**config.mk**
```make
export PLATFORM = sky130hd
export DESIGN_NAME = arm_lite_core
export DESIGN_NICKNAME = d
export VERILOG_FILES = /design/src/arm_lite_pkg.sv /design/src/register_file.sv /design/src/fetch_unit.sv /design/src/decode_reg_r.sv /design/src/execute_unit.sv /design/src/arm_lite_core.sv
export SDC_FILE = /design/constraint.sdc
export NUM_CORES = 2
export LEC_CHECK = 0
export ABC_AREA = 1
export BUFFER_PORTS_ARGS = -buffer_cell sky130_fd_sc_hd__buf_2
export CORE_ASPECT_RATIO = 1.5
export CORE_MARGIN = 8
export CORE_UTILIZATION = 44
export DETAILED_ROUTE_END_ITERATION = 8
export GPL_TIMING_DRIVEN = 0
export PLACE_DENSITY = 0.56
export SLEW_MARGIN = 10
export SYNTH_ARGS = -nofsm -noshare
export SYNTH_HDL_FRONTEND = slang
export SYNTH_SLANG_ARGS = --single-unit
```
**constraint.sdc**
```tcl
create_clock -name clk_i -period 7.6 [get_ports clk_i]
set_clock_uncertainty 0.15 [all_clocks]
set_input_delay 1.9 -clock clk_i [delete_from_list [all_inputs] [get_ports clk_i]]
set_output_delay 1.9 -clock clk_i [all_outputs]
set_load 0.1 [all_outputs]
```
**src/arm_lite_pkg.sv**
```systemverilog
package arm_lite_pkg;

  localparam int xlen_p           = 32;
  localparam int reg_addr_width_p = 4;
  localparam int pc_reg_p         = 15;

  // the instruction class sits in bits 27:25 of the word.
  typedef enum logic [2:0] {
    dp_class     = 3'b000,
    mem_class    = 3'b010,
    branch_class = 3'b101
  } inst_class_e;

  typedef enum logic [3:0] {
    and_op = 4'b0000,
    sub_op = 4'b0010,
    add_op = 4'b0100,
    orr_op = 4'b1100,
    mov_op = 4'b1101
  } dp_op_e;

  // data processing and store layout.
  typedef struct packed {
    logic [3:0]                  cond;
    inst_class_e                 inst_class;
    dp_op_e                      opcode;
    logic                        s;
    logic [reg_addr_width_p-1:0] rn;
    logic [reg_addr_width_p-1:0] rd;
    logic [7:0]                  rest;
    logic [reg_addr_width_p-1:0] rm;
  } inst_dp_s;

  typedef struct packed {
    logic [3:0]  cond;
    inst_class_e inst_class;
    logic        link; // bit 24 is the unsupported BL link bit.
    logic [23:0] offset24;
  } inst_br_s;

  typedef union packed {
    inst_dp_s dp;
    inst_br_s br;
  } inst_u;

  typedef struct packed {
    logic              valid;
    logic [xlen_p-1:0] pc;
    inst_u             inst;
  } fetch_s;

  typedef struct packed {
    logic                        valid;
    logic [xlen_p-1:0]           pc;
    inst_u                       inst;
    logic [xlen_p-1:0]           r1;
    logic [xlen_p-1:0]           r2;
    logic [reg_addr_width_p-1:0] r1_addr;
    logic [reg_addr_width_p-1:0] r2_addr;
    logic [reg_addr_width_p-1:0] rd_addr;
  } decode_s;

  typedef struct packed {
    logic                        en;
    logic [reg_addr_width_p-1:0] addr;
    logic [xlen_p-1:0]           data;
  } wb_s;

  typedef struct packed {
    logic              valid;
    logic [xlen_p-1:0] addr;
    logic [xlen_p-1:0] data;
  } store_s;

endpackage

```
**src/register_file.sv**
```systemverilog
`timescale 1ns/1ps

module register_file (
    input  logic                                        clk_i
  , input  logic                                        reset_i
  , input  logic [arm_lite_pkg::reg_addr_width_p-1:0]   r1_addr_i
  , input  logic [arm_lite_pkg::reg_addr_width_p-1:0]   r2_addr_i
  , input  logic [arm_lite_pkg::xlen_p-1:0]             pc_i
  , input  arm_lite_pkg::wb_s                           wb_i
  , output logic [arm_lite_pkg::xlen_p-1:0]             r1_o
  , output logic [arm_lite_pkg::xlen_p-1:0]             r2_o
);
  import arm_lite_pkg::*;

  localparam int num_regs_lp = 2 ** reg_addr_width_p;

  logic [xlen_p-1:0] regs_r [num_regs_lp];

  always_ff @(posedge clk_i) begin
    if (reset_i) begin
      for (int i = 0; i < num_regs_lp; i++) begin
        regs_r[i] <= '0;
      end
    end else if (wb_i.en) begin
      regs_r[wb_i.addr] <= wb_i.data;
    end
  end

  // pc first, then the value being written this cycle, then the array.
  function automatic logic [xlen_p-1:0] read_port(
    input logic [reg_addr_width_p-1:0] addr
  );
    logic [xlen_p-1:0] value;
    if (addr == reg_addr_width_p'(pc_reg_p))
      value = pc_i;
    else if (wb_i.en && wb_i.addr == addr)
      value = wb_i.data; // write-through for the instruction just behind.
    else
      value = regs_r[addr];
    return value;
  endfunction

  always_comb begin
    r1_o = read_port(r1_addr_i);
    r2_o = read_port(r2_addr_i);
  end

endmodule

```
**src/fetch_unit.sv**
```systemverilog
`timescale 1ns/1ps

module fetch_unit (
    input  logic                              clk_i
  , input  logic                              reset_i
  , input  logic                              flush_i
  , input  logic [arm_lite_pkg::xlen_p-1:0]   target_i
  , output logic                              imem_req_o
  , output logic [arm_lite_pkg::xlen_p-1:0]   imem_addr_o
  , input  logic                              imem_ack_i
  , input  logic [arm_lite_pkg::xlen_p-1:0]   imem_data_i
  , output arm_lite_pkg::fetch_s              fetch_o
);
  import arm_lite_pkg::*;

  typedef enum logic [1:0] {
    idle_st,
    wait_ack_st,
    wait_rel_st
  } state_e;

  state_e            state_r;
  logic [xlen_p-1:0] pc_r;
  logic [xlen_p-1:0] pc_next;
  logic              discard_r;
  logic              valid_r;
  logic [xlen_p-1:0] word_pc_r;
  logic [xlen_p-1:0] word_r;
  logic              accept;
  logic              deliver;
  logic              raise_req;

  assign accept    = (state_r == wait_ack_st) && imem_ack_i;
  assign deliver   = accept && !discard_r && !flush_i; // a flush at this edge kills the word.
  assign raise_req = (state_r != wait_ack_st) && !imem_ack_i;

  always_comb begin
    if (flush_i)
      pc_next = target_i;
    else if (deliver)
      pc_next = pc_r + xlen_p'(4);
    else
      pc_next = pc_r;
  end

  always_ff @(posedge clk_i) begin
    if (reset_i) begin
      state_r    <= idle_st;
      imem_req_o <= 1'b0;
      discard_r  <= 1'b0;
      valid_r    <= 1'b0;
      pc_r       <= '0;
    end else begin
      valid_r <= deliver;
      pc_r    <= pc_next;
      if (raise_req) begin
        imem_req_o <= 1'b1;
        state_r    <= wait_ack_st;
      end else if (accept) begin
        imem_req_o <= 1'b0;
        state_r    <= wait_rel_st;
      end
      // the transfer in flight still finishes, but its word is dropped.
      if (accept)
        discard_r <= 1'b0;
      else if (flush_i && state_r == wait_ack_st)
        discard_r <= 1'b1;
    end
  end

  always_ff @(posedge clk_i) begin
    if (raise_req)
      imem_addr_o <= pc_next; // held until the next request.
    if (accept) begin
      word_pc_r <= imem_addr_o;
      word_r    <= imem_data_i;
    end
  end

  always_comb begin
    fetch_o.valid = valid_r;
    fetch_o.pc    = word_pc_r;
    fetch_o.inst  = word_r;
  end

endmodule

```
**src/decode_reg_r.sv**
```systemverilog
`timescale 1ns/1ps

module decode_reg_r (
    input  logic                  clk_i
  , input  logic                  reset_i
  , input  arm_lite_pkg::fetch_s  fetch_i
  , input  logic                  flush_i
  , input  arm_lite_pkg::wb_s     wb_i
  , output arm_lite_pkg::decode_s decode_o
);
  import arm_lite_pkg::*;

  inst_u                       inst;
  logic [reg_addr_width_p-1:0] r1_addr;
  logic [reg_addr_width_p-1:0] r2_addr;
  logic [xlen_p-1:0]           r1;
  logic [xlen_p-1:0]           r2;

  logic                        valid_r;
  logic [xlen_p-1:0]           pc_r;
  inst_u                       inst_r;
  logic [xlen_p-1:0]           r1_r;
  logic [xlen_p-1:0]           r2_r;
  logic [reg_addr_width_p-1:0] r1_addr_r;
  logic [reg_addr_width_p-1:0] r2_addr_r;
  logic [reg_addr_width_p-1:0] rd_addr_r;

  assign inst = fetch_i.inst;

  // a store needs rd as its data while everything else takes rm.
  assign r1_addr = (inst.dp.inst_class == mem_class) ? inst.dp.rd : inst.dp.rm;
  assign r2_addr = inst.dp.rn;

  register_file i_register_file (
      .clk_i     (clk_i)
    , .reset_i   (reset_i)
    , .r1_addr_i (r1_addr)
    , .r2_addr_i (r2_addr)
    , .pc_i      (fetch_i.pc)
    , .wb_i      (wb_i)
    , .r1_o      (r1)
    , .r2_o      (r2)
  );

  always_ff @(posedge clk_i) begin
    if (reset_i || flush_i)
      valid_r <= 1'b0;
    else
      valid_r <= fetch_i.valid;
  end

  always_ff @(posedge clk_i) begin
    pc_r      <= fetch_i.pc;
    inst_r    <= inst;
    r1_r      <= r1;
    r2_r      <= r2;
    r1_addr_r <= r1_addr;
    r2_addr_r <= r2_addr;
    rd_addr_r <= inst.dp.rd;
  end

  always_comb begin
    decode_o.valid   = valid_r;
    decode_o.pc      = pc_r;
    decode_o.inst    = inst_r;
    decode_o.r1      = r1_r;
    decode_o.r2      = r2_r;
    decode_o.r1_addr = r1_addr_r;
    decode_o.r2_addr = r2_addr_r;
    decode_o.rd_addr = rd_addr_r;
  end

endmodule

```
**src/execute_unit.sv**
```systemverilog
`timescale 1ns/1ps

module execute_unit (
    input  logic                              clk_i
  , input  logic                              reset_i
  , input  arm_lite_pkg::decode_s             decode_i
  , output arm_lite_pkg::wb_s                 wb_o
  , output logic                              flush_o
  , output logic [arm_lite_pkg::xlen_p-1:0]   target_o
  , output arm_lite_pkg::store_s              store_o
);
  import arm_lite_pkg::*;

  inst_u             inst;
  logic              is_dp;
  logic              is_mem;
  logic              is_branch;
  logic [xlen_p-1:0] alu_result;
  logic              alu_valid;
  logic [xlen_p-1:0] branch_offset;

  logic              store_valid_r;
  logic [xlen_p-1:0] store_addr_r;
  logic [xlen_p-1:0] store_data_r;

  assign inst      = decode_i.inst;
  assign is_dp     = decode_i.valid && (inst.dp.inst_class == dp_class);
  assign is_mem    = decode_i.valid && (inst.dp.inst_class == mem_class);
  assign is_branch = decode_i.valid && (inst.br.inst_class == branch_class);

  // r2 holds rn and r1 holds rm.
  always_comb begin
    alu_valid = 1'b1;
    case (inst.dp.opcode)
      and_op: alu_result = decode_i.r2 & decode_i.r1;
      sub_op: alu_result = decode_i.r2 - decode_i.r1;
      add_op: alu_result = decode_i.r2 + decode_i.r1;
      orr_op: alu_result = decode_i.r2 | decode_i.r1;
      mov_op: alu_result = decode_i.r1;
      default: begin
        alu_result = '0;
        alu_valid  = 1'b0; // unsupported opcodes write nothing.
      end
    endcase
  end

  always_comb begin
    wb_o.en   = is_dp && alu_valid;
    wb_o.addr = decode_i.rd_addr;
    wb_o.data = alu_result;
  end

  // the word offset is sign extended and scaled to bytes.
  assign branch_offset = {{(xlen_p-26){inst.br.offset24[23]}}, inst.br.offset24, 2'b00};

  // the branch sees its own pc plus 8.
  assign target_o = decode_i.pc + xlen_p'(8) + branch_offset;
  assign flush_o  = is_branch;

  always_ff @(posedge clk_i) begin
    if (reset_i)
      store_valid_r <= 1'b0;
    else
      store_valid_r <= is_mem;
  end

  always_ff @(posedge clk_i) begin
    if (is_mem) begin
      store_addr_r <= decode_i.r2; // rn is the address.
      store_data_r <= decode_i.r1; // rd is the data.
    end
  end

  always_comb begin
    store_o.valid = store_valid_r;
    store_o.addr  = store_addr_r;
    store_o.data  = store_data_r;
  end

endmodule

```
**src/arm_lite_core.sv**
```systemverilog
`timescale 1ns/1ps

module arm_lite_core (
    input  logic                              clk_i
  , input  logic                              reset_i
  , output logic                              imem_req_o
  , output logic [arm_lite_pkg::xlen_p-1:0]   imem_addr_o
  , input  logic                              imem_ack_i
  , input  logic [arm_lite_pkg::xlen_p-1:0]   imem_data_i
  , output arm_lite_pkg::store_s              store_o
);
  import arm_lite_pkg::*;

  fetch_s            fetch;
  decode_s           decode;
  wb_s               wb;
  logic              flush;
  logic [xlen_p-1:0] target;

  fetch_unit i_fetch_unit (
      .clk_i       (clk_i)
    , .reset_i     (reset_i)
    , .flush_i     (flush)
    , .target_i    (target)
    , .imem_req_o  (imem_req_o)
    , .imem_addr_o (imem_addr_o)
    , .imem_ack_i  (imem_ack_i)
    , .imem_data_i (imem_data_i)
    , .fetch_o     (fetch)
  );

  decode_reg_r i_decode_reg_r (
      .clk_i    (clk_i)
    , .reset_i  (reset_i)
    , .fetch_i  (fetch)
    , .flush_i  (flush)
    , .wb_i     (wb)
    , .decode_o (decode)
  );

  // writeback loops back into the register file inside decode.
  execute_unit i_execute_unit (
      .clk_i    (clk_i)
    , .reset_i  (reset_i)
    , .decode_i (decode)
    , .wb_o     (wb)
    , .flush_o  (flush)
    , .target_o (target)
    , .store_o  (store_o)
  );

endmodule

```
* After elaboration in Yosys (flattened, before gate mapping)
Memories as Yosys holds them, arrays and structs flattened. A register that Yosys moved wholly into a read port is not among the register bits.
Cells that the tools add are included.
** Word-level totals
- Register bits after elaboration :: 323
- RAM bits :: 512
- Memories :: 1
** Operators by class
- Add/subtract/negate cells :: 5
- Eq/ne operators :: 13
- Multiplexer cells :: 22
- Bitwise logic cells :: 2
- Reduce and logical (&&, ||, !) cells :: 22
** Memories
- i_decode_reg_r.i_register_file.regs_r :: words 16, width 32, read ports 2, clocked after Yosys merged registers in 1, write ports 16, RTL line register_file.sv:17 : logic [xlen_p-1:0] regs_r [num_regs_lp];
** Operators with widths (count)
- $mux W32 :: 7
- $pmux W32 S5 :: 1
- $add A32 B32 Y32 :: 2
- $add A32 B3 Y32 const B :: 1
- $add A32 B4 Y32 const B :: 1
- $and A32 B32 Y32 :: 1
- $or A32 B32 Y32 :: 1
- $reduce_or A32 Y1 :: 1
- $sub A32 B32 Y32 :: 1
- $eq A4 B4 Y1 const B :: 4
- $mux W4 :: 3
- $logic_and A1 B1 Y1 :: 11
- $mux W1 :: 11
- $eq A4 B4 Y1 :: 2
- $eq A3 B2 Y1 const B :: 2
- $reduce_or A5 Y1 :: 1
- $eq A4 B2 Y1 const B :: 1
- $eq A4 B3 Y1 const B :: 1
- $logic_not A4 Y1 :: 1
- $reduce_or A2 Y1 :: 2
- $eq A3 B3 Y1 const B :: 1
- $logic_not A1 Y1 :: 3
- $logic_not A3 Y1 :: 1
- $eq A2 B1 Y1 const B :: 1
- 3 further kinds :: 3

* Depth between registers and ports, before layout
- Depth after elaboration :: 9
- Gate-level depth with buffers :: 26
- Gate-level depth less buffers :: 25

* Cells and area by module
Synthesis repeated with hierarchy kept, for this count alone.
** Unflattened totals
- Cells, all modules :: 6171
- Area total of the unflattened synthesis :: 47305.4 um^2
** By module, submodules not included
- register_file :: instances 1, cells each 4299, area an instance 30959.7 um^2, seq. area each 15374.7 um^2
- execute_unit :: instances 1, cells each 1246, area an instance 8319.2 um^2, seq. area each 1941.9 um^2
- fetch_unit :: instances 1, cells each 468, area an instance 5216.3 um^2, seq. area each 3603.5 um^2
- decode_reg_r :: instances 1, cells each 158, area an instance 2810.2 um^2, seq. area each 2662.6 um^2

* Least setup slack after synthesis
OpenSTA, ideal clock, no wires.
- Kind :: reg2reg
- Start point :: reg i_decode_reg_r.valid_r
- End point :: reg i_execute_unit.store_addr_r[0], enable pin
- Arrival time :: 4850 ps
- Required time :: 6885 ps
- Path slack :: 2035 ps
- Stages on the path, launching flop included :: 5
- Period minus slack after synthesis :: 5565 ps
- Cell sequence :: dfxtp_1 -> inv_1 -> nor2_1 -> inv_1 -> nor3_1
** Between the ends
- Cells in the longest elaborated chain, start to end :: 1
** Ends and longest elaborated chain
- from (decl) :: RTL line decode_reg_r.sv:19 : logic valid_r;
- from (signal assigned) :: RTL line decode_reg_r.sv:49 : valid_r <= fetch_i.valid;
- $logic_and A1 B1 Y1 :: RTL line execute_unit.sv:28 : assign is_mem = decode_i.valid && (inst.dp.inst_class == mem_class);
- net i_execute_unit.is_mem :: RTL line execute_unit.sv:16 : logic is_mem;
- to (signal assigned) :: RTL line execute_unit.sv:69 : store_addr_r <= decode_i.r2;
- to (decl) :: RTL line execute_unit.sv:23 : logic [xlen_p-1:0] store_addr_r;
The timed path passes the listed nets, and every way through them passes these cells.
A chain may end at the register's enable or synchronous reset.

==> metrics.txt <==
Detailed Route WL=234 mm; worst r2r path cells=25; final setup vio count=0; vias in the first global route=41,700; P&R area growth vs syn=13.1%; Met2 Wirelength=104 mm; Worst R2R Start=i_decode_reg_r.r1_r[0]; prevailing post-synth register cell=edfxtp_1; Synth area leader=edfxtp_1; CP max-delay cell=dfxtp_1; Reg clk slew, reported paths=0.07 ns; largest net degree at the start of global routing=50; max_slew headroom=1.53%; total power=14.1 mW; initial core utilization=44.3%; Synth cell types=48; Total GRT Usage=39.7%; sequential share of the synthesized area=51.5%; Setup CP Type=reg -> reg; top layer in use=met5; Hold Violations, Final=0; Reg area=23,400 sq um; Syn Inst Count=5,594; #FFs+latches synth=834; Post-Syn Area=45,400 sq um; DR DRC count=0; CP Launch Point=i_decode_reg_r.r1_r[0]; Reg-to-Reg End=i_decode_reg_r.i_register_file.regs_r[8][31]; most used cell, CP=nand2_1; Post-DP HPWL=170 mm; clk sinks=834; RSZ-0062 raised after global routing=no; first-pass GRT wire length=318 mm; EDFF count, synth=668; met1 wire length=81.3 mm; count of nets after finishing=5,970; die area=114,000 sq um; footprint of the multi-input gates=18,800 sq um; Least-Margin Pin Slew=1.48 ns; Final ANT Viol Nets=0; Peak Freq=0.187 GHz; Post-synth ARST share=0%; CTS Buf Count=85; Largest delay share family, worst path=simple AND/OR/NAND/NOR gates; grt ovf=0; Die H=410 microns; Max Cap Viol=0; crit end category=flip-flop; WP buf/inv=6; CTS tree=built; Hold WC Path Type=reg -> reg; CP max stage delay=0.39 ns; Syn Area/Cell=8.12 sq um; Vias/cell=6.22; end of the critical path=i_decode_reg_r.i_register_file.regs_r[8][31]; dpl cells=7,060; Syn Nets=5,730; VDD IR max=0.272 mV; Vias=45,000; Chip Width=278 microns; share of post-route cells with drive strength above 1=8.60%; first-pass detailed-route iteration total=7; I/O pin count=133; WP depth=25; met3 WL=27.1 mm; Clock Tree Root=clkbuf_16; Post-CTS Setup Bufs=0; YS warnings=0; Final Critical Period=5.36 ns; initial antenna violation count=24; Leakage=20.8 nW; critical path data arrival time=5.62 ns; Critical Path RT=7.86 ns; startpoint types=flip-flop; First DRT Iteration DRCs=7,327; status=finished clean; CTS Buffer Depth=3; Port Buf Inserts=127; core area=103,000 sq um; worst-path fanout max=10; gpl congestion=1.07; Clock Latency Late Sink=0.71 ns; final worst path period share=70.5%; PD cells=275 nW/um^2; top post-synthesis cells by area=edfxtp_1, nand2_1, nor2_1; # fillers=10,200; H-tree Lvls=3; Synth top area share=44.2%; Reg2Reg Setup Slack=2.24 ns; CTS Hold Bufs=0; wire per inst=32.3 microns; Slew Viols, Final=0; post-route insts no fill=7,230; Cell Rows=144; CTS-repair resized insts=0
[area by class of cell]
cell class	instances	area share (%)
tap	1314	3.20
sequential	834	45.5
clock inverter	57	1.47
clock buffer	101	4.56
inverter	499	3.64
timing repair buffer	153	2.16
antenna	11	0.0536
buffer	340	2.83
multi-input combinational	3921	36.6
[worst min-delay path by stage]
| stage | start | endpoint | slack (ns) | cells past startpoint |
|---|---|---|---|---|
| 6_report | i_fetch_unit.word_r[22] | i_decode_reg_r.inst_r[22] | 0.19 | 0 |
| 3_5_place_dp | i_fetch_unit.word_r[7] | i_decode_reg_r.inst_r[7] | 0.18 | 0 |
| 3_3_place_gp | i_fetch_unit.word_r[20] | i_decode_reg_r.inst_r[20] | 0.18 | 0 |
| 5_1_grt | i_fetch_unit.word_r[5] | i_decode_reg_r.inst_r[5] | 0.20 | 0 |
| 4_1_cts | i_fetch_unit.word_r[7] | i_decode_reg_r.inst_r[7] | 0.19 | 0 |
| 2_1_floorplan | i_fetch_unit.word_r[10] | i_decode_reg_r.inst_r[10] | 0.17 | 0 |
[Yosys cell counts (3+ instances only)]
cell type,count
buf_1,11
nand3_1,426
edfxtp_1,668
o21ai_2,3
nand4_1,33
a21oi_1,356
o21ai_0,500
nor3_2,5
nor2_2,5
buf_4,5
xnor2_1,13
o211ai_1,100
clkinv_1,4
and2_1,4
inv_2,26
ha_1,99
a31oi_1,3
inv_1,469
o21bai_1,12
xor2_1,39
o22ai_1,6
buf_2,116
a31oi_2,4
dfxtp_1,166
nor2_1,937
nand3b_1,36
o221ai_1,43
nor4_1,6
o21ai_1,9
nor3_1,36
a211oi_1,9
nand2_1,1195
or2_2,18
o2bb2ai_1,4
a21o_1,3
clkbuf_1,207
[stage by stage]
stage / setup slack [ns] / utilization [%] / instance area (sq um) / setup TNS [ns] / hold WS (ns)
floorplan: 2.03 / - / 45400 / 0 / 0.173
global placement: -0.393 / 46.5 / 47700 / -24.16 / 0.177
detailed placement: 1.79 / 47.1 / 48200 / 0 / 0.179
CTS: 2.43 / 50.1 / 51300 / 0 / 0.193
global route: 1.97 / 50.1 / 51400 / 0 / 0.197
finish: 2.24 / 50.1 / 51400 / 0 / 0.192
[per-layer routing]
metal | GRT usage, % | up-vias
li1 | - | 19300
met1 | 46.7 | 21400
met2 | 62.3 | 3351
met3 | 10.1 | 975
met4 | 29.3 | 12
met5 | 0.555 | -
[flip-flops by register name (all words and copies together) (netlist names), 28 cells and up, named ones only]
| signal | count |
|---|---|
| i_decode_reg_r.i_register_file.regs_r | 512 |
| i_fetch_unit.pc_r | 32 |
| i_decode_reg_r.r1_r | 32 |
| i_decode_reg_r.r2_r | 32 |
| i_execute_unit.store_addr_r | 32 |
| i_fetch_unit.word_r | 28 |
| i_decode_reg_r.inst_r | 28 |
| i_fetch_unit.word_pc_r | 32 |
| i_fetch_unit.imem_addr_o | 32 |
| i_execute_unit.store_data_r | 32 |
| i_decode_reg_r.pc_r | 32 |
[cell families after synthesis]
logic type,share of synthesized area (%)
flip-flops,51.5
AND/OR/NAND/NOR,24.4
AO/OA/AOI/OAI,13.0
XOR/XNOR,1.00
buffers and inverters,7.31
adder cells (fa/ha/maj),2.81
[placed cells by master, fill, tap and decap left out, drive strengths merged, types with 99 or more instances in the layout]
cell / netlist / routed
clkbuf: 207 / 308
o211ai: 100 / 100
a21oi: 356 / 356
nand3: 429 / 429
edfxtp: 668 / 668
nor2: 942 / 942
ha: 99 / 99
buf: 133 / 286
dfxtp: 166 / 166
nand2: 1197 / 1197
inv: 495 / 500
o21ai: 513 / 513
[where the power goes]
part | internal [mW] | total, mW | switching, mW | leakage [nW]
Clock | 2.79 | 4.77 | 1.98 | 1.51
Combinational | 0.906 | 3.88 | 2.97 | 11.1
Sequential | 5.19 | 5.48 | 0.286 | 8.12
(Power assumes the default switching activity.)
